`src/hw/color_pkg.sv`:
```
package color_pkg;

	// ------------------------------------------------------------------
	// pixel records, one per pipeline boundary
	// ------------------------------------------------------------------

	// decoder space, after the 4:2:2 demux
	typedef struct packed {
		logic       valid;
		logic       sof;	// first pixel of frame
		logic       eof;	// last pixel of frame
		logic [7:0] y;
		logic [7:0] cb;
		logic [7:0] cr;
	} ycc_pix_t;

	typedef struct packed {
		logic       valid;
		logic       sof;
		logic       eof;
		logic [7:0] r;
		logic [7:0] g;
		logic [7:0] b;
	} rgb_pix_t;

	typedef struct packed {
		logic       valid;
		logic       sof;
		logic       eof;
		logic [7:0] h;	// 0..239 hue circle
		logic [7:0] s;
		logic [7:0] v;
	} hsv_pix_t;

	// classified pixel, one mask word
	typedef struct packed {
		logic        valid;
		logic        sof;
		logic        eof;
		logic [15:0] mask;
	} mask_pix_t;

	// host read request, addr[16] picks the bank
	typedef struct packed {
		logic        sel;
		logic [16:0] addr;
	} host_req_t;

	// ------------------------------------------------------------------
	// enums
	// ------------------------------------------------------------------
	typedef enum logic [1:0] {PH_CB, PH_Y0, PH_CR, PH_Y1} byte_phase_e;
	typedef enum logic [1:0] {ARB_IDLE, ARB_READ} arb_state_e;

	// classifier limits
	localparam logic [7:0] HUE_WIN = 8'd10;	// half window
	localparam logic [7:0] SAT_MIN = 8'd96;
	localparam logic [7:0] VAL_MIN = 8'd96;

	// hue centers on the 240 step circle
	localparam logic [7:0] HUE_RED    = 8'd230;
	localparam logic [7:0] HUE_ORANGE = 8'd15;
	localparam logic [7:0] HUE_YELLOW = 8'd40;
	localparam logic [7:0] HUE_GREEN  = 8'd90;
	localparam logic [7:0] HUE_BLUE   = 8'd144;

endpackage

```
`src/hw/ycc_demux.sv`:
```
`timescale 1ns/1ps

module ycc_demux (
	input  logic                clk_llc,
	input  logic                resetx,
	input  logic                vref,	// frame sync
	input  logic                href,	// line sync
	input  logic [7:0]          vpo,	// Cb Y Cr Y byte stream
	output color_pkg::ycc_pix_t ycc_out
);

	color_pkg::byte_phase_e phase;
	color_pkg::ycc_pix_t    pix_q;
	logic [7:0] cb_q;
	logic [7:0] y0_q;
	logic [7:0] cr_q;
	logic       vref_d;
	logic       vref_rise;
	logic       sof_pend;	// armed on vref rise, spent on next pixel
	logic       y1_q;	// pix_q came from a Y1 byte
	logic       byte_en;
	logic       pix_en;

	assign byte_en   = vref & href;	// only active video counts
	assign vref_rise = vref & ~vref_d;
	assign pix_en    = byte_en && (phase == color_pkg::PH_CR || phase == color_pkg::PH_Y1);

	// byte position, back to Cb whenever href drops
	always_ff @(posedge clk_llc or negedge resetx)
	begin
		if (!resetx)
			phase <= color_pkg::PH_CB;
		else if (!href)
			phase <= color_pkg::PH_CB;
		else if (byte_en)
			phase <= color_pkg::byte_phase_e'(phase + 2'd1);	// wraps Y1 -> Cb
	end

	// chroma and first luma of the group
	always_ff @(posedge clk_llc)
	begin
		if (byte_en)
		begin
			case (phase)
				color_pkg::PH_CB: cb_q <= vpo;
				color_pkg::PH_Y0: y0_q <= vpo;
				color_pkg::PH_CR: cr_q <= vpo;
				default:          cb_q <= cb_q;	// Y1 goes straight out
			endcase
		end
	end

	// ------------------------------------------------------------------
	// pixel out, one after Cr (Y0) and one after Y1
	// ------------------------------------------------------------------
	always_ff @(posedge clk_llc or negedge resetx)
	begin
		if (!resetx)
		begin
			pix_q    <= '0;
			y1_q     <= 1'b0;
			vref_d   <= 1'b0;
			sof_pend <= 1'b0;
		end
		else
		begin
			vref_d      <= vref;
			pix_q.valid <= 1'b0;
			y1_q        <= 1'b0;
			if (vref_rise)
				sof_pend <= 1'b1;
			if (pix_en)
			begin
				pix_q.valid <= 1'b1;
				pix_q.sof   <= sof_pend | vref_rise;
				pix_q.cb    <= cb_q;
				pix_q.cr    <= (phase == color_pkg::PH_CR) ? vpo : cr_q;
				pix_q.y     <= (phase == color_pkg::PH_CR) ? y0_q : vpo;
				y1_q        <= (phase == color_pkg::PH_Y1);
				sof_pend    <= 1'b0;
			end
		end
	end

	// eof when vref has dropped right behind the last Y1 byte
	always_comb
	begin
		ycc_out     = pix_q;
		ycc_out.eof = pix_q.valid & y1_q & ~vref;
	end

	// pairs only, a Cb byte always separates two pairs
	assert property (@(posedge clk_llc) disable iff (!resetx)
		ycc_out.valid ##1 ycc_out.valid |=> !ycc_out.valid);

endmodule

```
`config.mk`:
```
export PLATFORM = sky130hd
export DESIGN_NAME = ycc_demux
export DESIGN_NICKNAME = d
export VERILOG_FILES = /design/src/hw/color_pkg.sv /design/src/hw/ycc_demux.sv
export SDC_FILE = /design/constraint.sdc
export NUM_CORES = 1
export LEC_CHECK = 0
export BUFFER_PORTS_ARGS = -buffer_cell sky130_fd_sc_hd__buf_2
export CAP_MARGIN = 5
export CORE_AREA = 2 2 89 91
export DETAILED_ROUTE_END_ITERATION = 16
export DIE_AREA = 0 0 91 93
export SLEW_MARGIN = 20
export SYNTH_ARGS = -nofsm -noshare
export SYNTH_HDL_FRONTEND = slang
export SYNTH_SLANG_ARGS = --single-unit
```
`constraint.sdc`:
```
create_clock -name clk_llc -period 2.3 [get_ports clk_llc]
set_input_delay 0.345 -clock clk_llc [delete_from_list [all_inputs] [get_ports clk_llc]]
set_output_delay 0.345 -clock clk_llc [all_outputs]
set_load 0.01 [all_outputs]
```
* Word level (Yosys, flattened, before mapping)
Index checks and enable logic that the tools add are counted.
** Word-level totals
- Bits in registers :: 55
- Output and inout bits :: 27
** Operators by class
- Reductions and logical operators :: 6
- Bitwise operators :: 7
- Add/subtract/negate cells :: 1
- Eq/ne operators :: 4
- Multiplexer cells :: 8
** Operator list (number)
- $mux W8 :: 2
- $mux W2 :: 3
- $and A1 B1 Y1 :: 4
- $eq A2 B2 Y1 const B :: 2
- $reduce_and A2 Y1 :: 2
- $mux W1 :: 3
- $add A2 B1 Y2 const B :: 1
- $eq A2 B1 Y1 const B :: 1
- $logic_not A2 Y1 :: 1
- $ne A2 B1 Y1 const B :: 1
- $not A1 Y1 :: 2
- $reduce_bool A2 Y1 :: 1
- $logic_and A1 B1 Y1 :: 1
- $logic_or A1 B1 Y1 :: 1
- $or A1 B1 Y1 :: 1

* Logic depth before layout (Yosys ltp)
Gate-level depths: netlist of run 1.
- Word-level depth :: 4
- Mapped depth :: 6

* Worst setup path after synthesis of run 1
No wires, ideal clock.
- Kind :: reg2reg
- Start :: register phase[0]
- End :: register pix_q (netlist bit ycc_out[13])
- Data required time :: 2173 ps
- Buffers on the path :: 1
- Setup slack :: 656 ps
- Stages on the path, launching flop included :: 6
- Clock period less this slack :: 1644 ps
- Data arrival time :: 1516 ps
- Library setup time :: 127 ps
- Cell sequence :: dfrtp_1 -> inv_1 -> ha_1 -> o211ai_4 -> buf_4 -> mux2_1
** Between the ends
- Cells in the longest elaborated chain, start to end :: 3
** Ends and longest elaborated chain
- start: declaration :: line ycc_demux.sv:12 : color_pkg::byte_phase_e phase;
- start signal: assignment :: line ycc_demux.sv:32 : phase <= color_pkg::PH_CB;
- start signal: assignment :: line ycc_demux.sv:34 : phase <= color_pkg::PH_CB;
- start signal: assignment :: line ycc_demux.sv:36 : phase <= color_pkg::byte_phase_e'(phase + 2'd1);
- $eq A2 B2 Y1 :: line ycc_demux.sv:26 : assign pix_en = byte_en && (phase == color_pkg::PH_CR || phase == color_pkg::PH_Y1);
- $logic_or A1 B1 Y1 (*) :: line ycc_demux.sv:26
- $logic_and A1 B1 Y1 (*) :: line ycc_demux.sv:26
- end: declaration :: line ycc_demux.sv:13 : color_pkg::ycc_pix_t pix_q;
Mark *: on every way between the ends. The rest lies on a longest branch, timed or not.
A chain may end at the register's enable or synchronous reset.

* Final worst setup path of run 1
- Start :: register phase[0]
- End :: register pix_q (netlist bit ycc_out[14])
The elaborated chain is that of the path after synthesis.

==> results by group, run 1 <==
Synth
  – FF+latch count, synth: 55
  – Synth Net Count: 150
  – Cell area after synthesis: 2175 um^2
  – Synth Instances: 133
  – Register area share after synthesis: 0.6881
  – Synth area leaders: dfrtp_1 (36%), edfxtp_1 (33%), mux2_2 (9.8%)
  – Synth unique cells: 21
  – Syn_area_per_cell: ~16 um^2
  – Yosys top cell area share: 0.3567
  – Synth area leader: dfrtp_1
  – Ys Warns: 0

Cells and area
  – Area delta synth->final: 18.41%
  – Most common cell after layout, fill and taps aside: buf_2
  – Area occupied by multi-input gates: about 600 um^2
  – Antenna Cells: 0
  – Share of cells above drive strength 1: 0.4091
  – Final core occ: 0.3421
  – Layout Nets: around 190
  – Fillers: just under 800
  – Fin cells: 278
  – Storage cell area: 1496 um^2
  – Most frequent cells in the layout: buf_2 (38), dfrtp_1 (31), edfxtp_1 (24), mux2_2 (19), nand2_1 (10)

Place
  – RD Place Congestion: 0.7254
  – Placed Instances: 270
  – I/O Buffers: 38
  – HPWL after detailed placement: 2.668 mm

Clock network
  – Hold buffer count at cts: 0
  – CTS resizes: 0
  – CTS H-tree depth: 2
  – Root Buffer: clkbuf_8
  – Setup Buffers After CTS: 0
  – Reg clk slew, reported paths: 0.10 ns
  – CTS tree: built
  – CTS Sinks: 55
  – Num CTS Buffers: 5
  – Clk buf depth: 2
  – Clock latency on the worst-skew pair: 0.31 ns

STA
  – Unrepaired setup endpoints after global routing: false
  – Max Freq: roughly 0.53 GHz
  – Layout Skew: roughly 0.0096 ns
  – Worst Tran Pin Value: 0.7285 ns
  – Fin. max-slew vios: 0
  – Relative slew slack: 0.5143
  – Fin. Hold Viols: 0
  – Setup TNS: 0 ns
  – Clock period minus worst slack: 1.882 ns
  – Fin crit share: 0.8184
  – # setup viols final: 0

Hold path
  – HP Class: in -> async

Power and ir drop
  – Switching power: roughly 0.00074 W
  – Leakage power: 1.125 nW
  – Net switching share of the total power: 0.2804
  – Internal: 0.001887 W
  – Clock power frac: 0.243
  – PD cells: 1018 nW/um^2
  – Comb power frac: 0.232
  – Max VDD drop: 0.0002827 V
  – Reg power frac: 0.526

Route
  – TritonRoute pass-1 iters: 4
  – DR vias/cell: 4.180
  – 1st-iter DRT viols: 71
  – Final wirelength: 3.918 mm
  – Routed vias: 1,162
  – DRC: 0
  – DR WL/cell: 14.09 um
  – Post-route ant nets: 0

Global route
  – Number of global-route vias before repair: roughly 1,200
  – GR Overflow Total: 0
  – Initial antenna violation count: 0
  – First-pass GRT wire length: 6.403 mm
  – Gr usage total: 0.09906
  – Pin count of the biggest net entering global routing: 32

Die
  – Initial Util: 0.2889
  – Die footprint: 8463 um^2
  – Site row count: 32
  – Die Wd: 91 um
  – Chip Height: a little over 90 um
  – IO Count: 39
  – Core Area: 7527 um^2

Critical path
  – CP Data Arrival Time: approximately 2.1 ns
  – Required time of the critical path: 2.50 ns
  – Crit end category: flip-flop
  – Worst-path maximum fanout: 27
  – Critical Path Source Type: flip-flop
  – Setup Crit Path Kind: reg -> reg

Outcome
  – Status: completed

Run
  – Max_cap viols: 0
cell type report:
type / count / area share
tap: 102 / 0.04956
clock inverter: 2 / 0.01458
multi-input combinational: 68 / 0.2332
timing repair buffer: 41 / 0.08746
inverter: 4 / 0.005831
clock buffer: 6 / 0.02818
sequential: 55 / 0.5811
sequential cells by signal, summed over array words and instances, names as in the netlist:
name,flops
ycc_out,26
phase,2
vref_d,1
cr_q,8
y0_q,8
y1_q,1
cb_q,8
sof_pend,1
critical path: stages (launching register included):
cell      delay (ns)
dfrtp_1         0.43
inv_1           0.11
ha_1            0.29
o211ai_4        0.37
buf_12          0.23
mux2_2          0.34
per-layer routing:
metal | vias to the layer above | global-route usage | wire (um)
li1 | 551 | - | -
met1 | 577 | 0.1253 | 1776
met2 | 29 | 0.1562 | 1857
met3 | 5 | 0.03787 | 223
met4 | 0 | 0.03409 | 60
met5 | - | 0 | 0
logic make-up (layout without fill, tap and decap cells):
| logic type | count (synthesis) | count (layout) | share of synthesized area |
|---|---|---|---|
| AO/OA/AOI/OAI | 11 | 11 | 0.03279 |
| XOR/XNOR | 1 | 1 | 0.004028 |
| adder cells (fa/ha/maj) | 5 | 5 | 0.02877 |
| buffers and inverters | 10 | 53 | 0.03567 |
| multiplexers | 33 | 33 | 0.1726 |
| AND/OR/NAND/NOR | 18 | 18 | 0.03798 |
| flip-flops | 55 | 55 | 0.6881 |
per-stage QoR:
stage / area (um^2) / hold slack, ns / worst slack (ns) / power, W
4_1_cts: 2575 / 0.1085 / 0.4262 / 0.002654
6_report: 2575 / 0.08832 / 0.4177 / 0.002622
2_1_floorplan: 2175 / 0.04941 / 0.6562 / 0.001724
3_3_place_gp: 2465 / 0.4419 / 0.4902 / 0.002015
3_5_place_dp: 2465 / 0.4484 / 0.4421 / 0.002026
5_1_grt: 2575 / 0.1420 / 0.3441 / 0.002773
synth_stat cells (all sizes together):
cell / n
dfrtp: 31
buf: 6
and2: 2
and3: 3
o211ai: 1
mux2i: 9
xor2: 1
a21oi: 1
mux2: 24
ha: 5
nand2: 10
edfxtp: 24
nor2b: 1
o21ai: 9
nor2: 2
inv: 4
power by group through the flow:
stage	combinational, W	sequential, W	clock (W)
finish	0.000607	0.00138	0.000636
CTS	0.000623	0.00138	0.000646
global route	0.000679	0.00141	0.000688
floorplan	0.000238	0.00149	0
global placement	0.000614	0.00140	0
detailed placement	0.000621	0.00140	0
path summary, 6_finish.rpt:
| path | start | to | slack, ns | depth (start not counted) |
|---|---|---|---|---|
| worst max-delay path | phase[0]$_DFFE_PN0P_ | ycc_out[14]$_DFFE_PN0P_ | 0.42 | 5 |
| worst min-delay path | resetx | ycc_out[22]$_DFFE_PN0P_ | 0.09 | 1 |
| worst max register to register | phase[0]$_DFFE_PN0P_ | ycc_out[14]$_DFFE_PN0P_ | 0.42 | 5 |
| worst min register to register | cb_q[5]$_DFFE_PP_ | ycc_out[13]$_DFFE_PN0P_ | 0.48 | 1 |
| max in group asynchronous | resetx | vref_d$_DFF_PN0_ | 1.75 | 1 |
| min in group clk_llc | vpo[2] | cb_q[2]$_DFFE_PP_ | 0.25 | 1 |
(Power assumes the default switching activity.)
==> run 2: changes to the inputs <==
==> constraint.sdc (replaced) <==
create_clock -name clk_llc -period 1.8 [get_ports clk_llc]
set_input_delay 0.27 -clock clk_llc [delete_from_list [all_inputs] [get_ports clk_llc]]
set_output_delay 0.27 -clock clk_llc [all_outputs]
set_load 0.01 [all_outputs]
==> run 2 against run 1 <==
Compared with the run above: sequential share of layout area is essentially flat; non-clock buffer count grew 1; count of clock-buffer cells in the layout shrank 1; clock power grew 6.4%; worst hold slack lost 0.082 ns; critical path type unchanged; largest cell class unchanged.
==> results by group, run 2 (synthesis gave the netlist of run 1 again) <==
Outcome
  – Status: completed

Global route
  – GR Overflow Total: 0 (unchanged)
  – Initial antenna violation count: 0 (unchanged)
  – First-pass GRT wire length: 6.417 mm (+0.22%)
  – Gr usage total: 0.09993 (+0.0008735)
  – Pin count of the biggest net entering global routing: 32 (unchanged)
  – Number of global-route vias before repair: 1,258 (+1.5%)

Clock network
  – Root Buffer: clkbuf_8
  – Reg clk slew, reported paths: 0.10 ns (about the same)
  – CTS Sinks: 55 (unchanged)
  – Clock latency on the worst-skew pair: 0.31 ns (about the same)
  – Clk buf depth: 2 (unchanged)
  – CTS resizes: 0 (unchanged)
  – Hold buffer count at cts: 0 (unchanged)
  – CTS tree: built
  – Num CTS Buffers: 5 (unchanged)
  – Setup Buffers After CTS: 0 (unchanged)
  – CTS H-tree depth: 2 (unchanged)

Die
  – IO Count: 39 (unchanged)
  – Die footprint: 8463 um^2 (unchanged)
  – Chip Height: 93 um (unchanged)
  – Die Wd: 91 um (unchanged)
  – Site row count: 32 (unchanged)
  – Initial Util: 0.2889 (unchanged)
  – Core Area: 7527 um^2 (unchanged)

Critical path
  – Critical Path Source Type: flip-flop
  – Setup Crit Path Kind: reg -> reg
  – Setup slack, reg-to-reg: 0.15 ns (-0.27 ns)
  – Required time of the critical path: 2.00 ns (-0.50 ns)
  – Worst-path maximum fanout: 14 (-48%)
  – CP Data Arrival Time: 1.85 ns (-0.23 ns)
  – Crit end category: flip-flop

Run
  – Max_cap viols: 0 (unchanged)

Place
  – I/O Buffers: 38 (unchanged)
  – HPWL after detailed placement: 2.592 mm (-2.9%)
  – Placed Instances: 271 (+0.37%)
  – RD Place Congestion: 0.6710 (-7.5%)

Cells and area
  – Most common cell after layout, fill and taps aside: buf_2
  – Share of cells above drive strength 1: 0.4124 (+0.003338)
  – Area delta synth->final: 18.35% (about the same)
  – Fillers: 763 (-0.91%)
  – Fin cells: 279 (+0.36%)
  – Layout Nets: 193 (+0.52%)
  – Antenna Cells: 0 (unchanged)
  – Max reg flops: 26 (unchanged)
  – Most frequent cells in the layout: buf_2 (38), dfrtp_1 (31), edfxtp_1 (24), mux2_2 (19), nand2_1 (10)

STA
  – Fin. max-slew vios: 0 (unchanged)
  – Setup TNS: 0 ns (unchanged)
  – Relative slew slack: 0.5220 (+0.007697)
  – Worst Tran Pin Value: 0.7170 ns (-0.01155 ns)
  – Fin. Hold Viols: 0 (unchanged)
  – Clock period minus worst slack: 1.653 ns (-0.2294 ns)
  – Fin crit share: 0.9183 (+0.09991)
  – Unrepaired setup endpoints after global routing: false
  – # setup viols final: 0 (unchanged)
  – Layout Skew: 0.008397 ns (-0.001203 ns)
  – Max Freq: 0.6050 GHz (+14%)

Hold path
  – HP Class: in -> async

Route
  – DR vias/cell: 4.090 (-2.2%)
  – DR WL/cell: 13.58 um (-3.7%)
  – DRC: 0 (unchanged)
  – Routed vias: 1,141 (-1.8%)
  – 1st-iter DRT viols: 29 (-59%)
  – Post-route ant nets: 0 (unchanged)
  – TritonRoute pass-1 iters: 3 (-1)
  – Final wirelength: 3.788 mm (-3.3%)

Power and ir drop
  – Max VDD drop: 0.0003173 V (+12%)
  – Leakage power: 1.122 nW (-0.22%)
  – PD cells: 1248 nW/um^2 (+23%)
==> run 2: worst max-delay path, cell delays in order, from the launching register on <==
cell,delay [ns]
dfrtp_1,0.43
inv_1,0.12
ha_1,0.21
buf_12,0.17
mux2_2,0.35
mux2_2,0.26
==> run 2: worst paths after layout <==
path	from	to	cells after the start
worst max-delay path	phase[0]$_DFFE_PN0P_	ycc_out[6]$_DFFE_PN0P_	5
worst min-delay path	resetx	ycc_out[19]$_DFFE_PN0P_	1
worst max register to register	phase[0]$_DFFE_PN0P_	ycc_out[6]$_DFFE_PN0P_	5
worst min register to register	cb_q[5]$_DFFE_PP_	ycc_out[13]$_DFFE_PN0P_	1
max in group asynchronous	resetx	ycc_out[7]$_DFFE_PN0P_	1
min in group clk_llc	vpo[6]	cb_q[6]$_DFFE_PP_	1
==> run 2: cell type report <==
type	instances	area [um^2]	area share
timing repair buffer	42	245.2	0.09528
clock buffer	5	68.82	0.02674
multi-input combinational	68	600.6	0.2333
sequential	55	1496	0.5814
inverter	4	15.01	0.005834
clock inverter	3	20.02	0.007778
tap	102	127.6	0.04959
==> run 2: through the flow <==
stage	cell area [um^2]	util	setup slack, ns	power, W	hold WS [ns]
floorplan	2175	-	0.1562	0.002203	-0.02559
global placement	2485	0.3301	0.1796	0.002572	0.3714
detailed placement	2485	0.3301	0.1341	0.002592	0.3742
CTS	2574	0.3419	0.1268	0.003268	0.02948
global route	2574	0.3419	0.06867	0.003431	0.05868
finish	2574	0.3419	0.1471	0.003212	0.006165
==> run 2: where the power goes <==
part	internal, W	switching (W)
logic	0.000390	0.000388
clock network	0.000272	0.000405
registers	0.00161	0.000146
==> run 2: routing by layer <==
| layer | track usage | vias up | wire length (um) |
|---|---|---|---|
| met5 | 0 | - | 0 |
| met4 | 0.03409 | 0 | 55 |
| met3 | 0.04754 | 6 | 280 |
| met2 | 0.1623 | 25 | 1838 |
| met1 | 0.1164 | 557 | 1614 |
| li1 | - | 553 | - |
==> run 3: changes to the inputs <==
--- a/config.mk
+++ b/config.mk
@@ -10,6 +10,7 @@
 export CORE_AREA = 2 2 89 91
 export DETAILED_ROUTE_END_ITERATION = 16
 export DIE_AREA = 0 0 91 93
+export SETUP_SLACK_MARGIN = 0.3
 export SLEW_MARGIN = 20
 export SYNTH_ARGS = -nofsm -noshare
 export SYNTH_HDL_FRONTEND = slang
==> run 3 against run 2 <==
Compared with the run above: via count grew 8.9%; combinational power grew 17%; critical path depth unchanged; clock skew grew 0.0037 ns; highest routed layer unchanged; total power rose by 4.4%.
==> results by group, run 3 (synthesis gave the netlist of run 1 again) <==
Cells and area
  – Most frequent cells in the layout: buf_2 (38), dfrtp_1 (29), edfxtp_1 (24), mux2_4 (16), nand2_1 (10)
  – Layout Nets: 208 (+7.8%)
  – Max reg flops: 26 (unchanged)
  – Area delta synth->final: 30.49%
  – Final core occ: 0.3770 (+0.03507)
  – Share of cells above drive strength 1: 0.5052 (+0.09278)
  – Antenna Cells: 0 (unchanged)
  – Most common cell after layout, fill and taps aside: buf_2

Global route
  – Gr usage total: 0.1109 (+0.01093)
  – Number of global-route vias before repair: 1,234 (-1.9%)
  – First-pass GRT wire length: 6.934 mm (+8.1%)
  – Initial antenna violation count: 0 (unchanged)
  – GR Overflow Total: 0 (unchanged)
  – Pin count of the biggest net entering global routing: 17 (-47%)

STA
  – Fin crit share: 0.8792 (-0.03908)
  – Fin. max-slew vios: 0 (unchanged)
  – Clock period minus worst slack: 1.583 ns (-0.07035 ns)
  – Unrepaired setup endpoints after global routing: true
  – Setup TNS: 0 ns (unchanged)
  – Worst Tran Pin Value: 0.4024 ns (-0.3146 ns)
  – Setup ws final: 0.2174 ns (+0.07035 ns)
  – # setup viols final: 0 (unchanged)
  – Fin. Hold Viols: 0 (unchanged)
  – Relative slew slack: 0.7318 (+0.2098)
  – Hold_ws: 0.1876 ns (+0.1815 ns)
  – Layout Skew: 0.01213 ns (+0.003737 ns)
  – Max Freq: 0.6319 GHz (+4.4%)

Place
  – HPWL after detailed placement: 2.968 mm (+15%)
  – Dpl ws: 0.1813 ns (+0.04724 ns)
  – I/O Buffers: 38 (unchanged)
  – RD Place Congestion: 0.6805 (+1.4%)

Die
  – Initial Util: 0.2889 (unchanged)
  – Site row count: 32 (unchanged)
  – Die Wd: 91 um (unchanged)
  – Chip Height: 93 um (unchanged)
  – Core Area: 7527 um^2 (unchanged)
  – IO Count: 39 (unchanged)
  – Die footprint: 8463 um^2 (unchanged)

Critical path
  – Critical Path Source Type: flip-flop
  – Worst-path maximum fanout: 6 (-8)
  – Setup Crit Path Kind: reg -> reg
  – CP Data Arrival Time: 1.78 ns (-0.07 ns)
  – Crit end category: flip-flop
  – Required time of the critical path: 2.00 ns (about the same)

Route
  – 1st-iter DRT viols: 78 (+170%)
  – Post-route ant nets: 0 (unchanged)
  – DRC: 0 (unchanged)
  – DR vias/cell: 4.228 (+3.4%)
  – Final wirelength: 4.420 mm (+17%)
  – Routed vias: 1,243 (+8.9%)
  – DR WL/cell: 15.03 um (+11%)
  – TritonRoute pass-1 iters: 4 (+1)

Power and ir drop
  – Leakage power: 1.274 nW (+14%)
  – Max VDD drop: 0.0004036 V (+27%)
  – PD cells: 1181 nW/um^2 (-5.3%)

Clock network
  – CTS Sinks: 55 (unchanged)
  – Clk buf depth: 2 (unchanged)
  – CTS H-tree depth: 2 (unchanged)
  – CTS tree: built
  – Root Buffer: clkbuf_8
  – Clock latency on the worst-skew pair: 0.31 ns (about the same)
  – Reg clk slew, reported paths: 0.10 ns (about the same)
  – Num CTS Buffers: 5 (unchanged)

Run
  – Max_cap viols: 0 (unchanged)

Outcome
  – Status: completed

Hold path
  – HP Class: in -> reg
-- run 3: cell count changes in the layout (fill, tap and decap cells not counted), sizes merged --
cell         before  now
clkinv            2    1
dlygate4sd3       0    1
clkbuf            5    6
buf              42   56
-- run 3: per-stage QoR --
stage	instances	power (W)	instance area [um^2]
after floorplan	133	0.002235	2232
after detailed placement	271	0.002628	2539
after CTS	292	0.003374	2806
after global routing	294	0.003540	2838
after global placement	271	0.002606	2539
final	294	0.003352	2838
-- run 3: final timing paths --
path                                       from                 endpoint  slack [ns]  depth (start not counted)
setup / recovery           phase[1]$_DFFE_PN0P_   ycc_out[0]$_DFFE_PN0P_        0.22                          5
hold / removal                           vpo[2]        y0_q[2]$_DFFE_PP_        0.19                          1
setup reg to reg           phase[1]$_DFFE_PN0P_   ycc_out[0]$_DFFE_PN0P_        0.22                          5
hold reg to reg               cb_q[5]$_DFFE_PP_  ycc_out[13]$_DFFE_PN0P_        0.49                          1
max in group asynchronous                resetx   ycc_out[1]$_DFFE_PN0P_        0.90                          3
min in group asynchronous                resetx  ycc_out[17]$_DFFE_PN0P_        0.40                          2
-- run 3: area by class of cell --
cell class / instances / area (um^2)
clock buffers: 6 / 72.57
repair buffers: 57 / 419.2
flip-flops and latches: 55 / 1499
fillers: 758 / 4690
well taps: 102 / 127.6
inverters: 4 / 17.52
clock inverters: 2 / 12.51
multi-input cells: 68 / 689.4
-- run 3: worst max-delay path: stages, from the launching register on --
cell and delay, ns:
dfrtp_2 0.47, ha_4 0.19, o211ai_4 0.22, buf_6 0.14, buf_12 0.12, mux2_2 0.33
-- run 3: where the power goes --
| group | total [W] | internal, W | leakage, nW | switching (W) |
|---|---|---|---|---|
| registers | 0.00177 | 0.00161 | 0.607 | 0.000160 |
| logic | 0.000912 | 0.000496 | 0.626 | 0.000416 |
| clock network | 0.000669 | 0.000273 | 0.0412 | 0.000396 |
-- run 3: routing by layer --
metal  global-route usage  part of all wire  up-vias
li1                     -                 -      585
met1               0.1424              0.45      616
met2               0.1790              0.49       37
met3              0.03384             0.051        5
met4              0.03788             0.014        0
met5                    0                 0        -
-- run 3: what timing repair did --
action	in CTS	in global routing
pin swaps	1	1
setup endpoints to repair	19	40
setup buffers	10	2
hold endpoints to repair	14	0
gates resized for setup	11	9
hold buffers	1	0
cloned	2	0
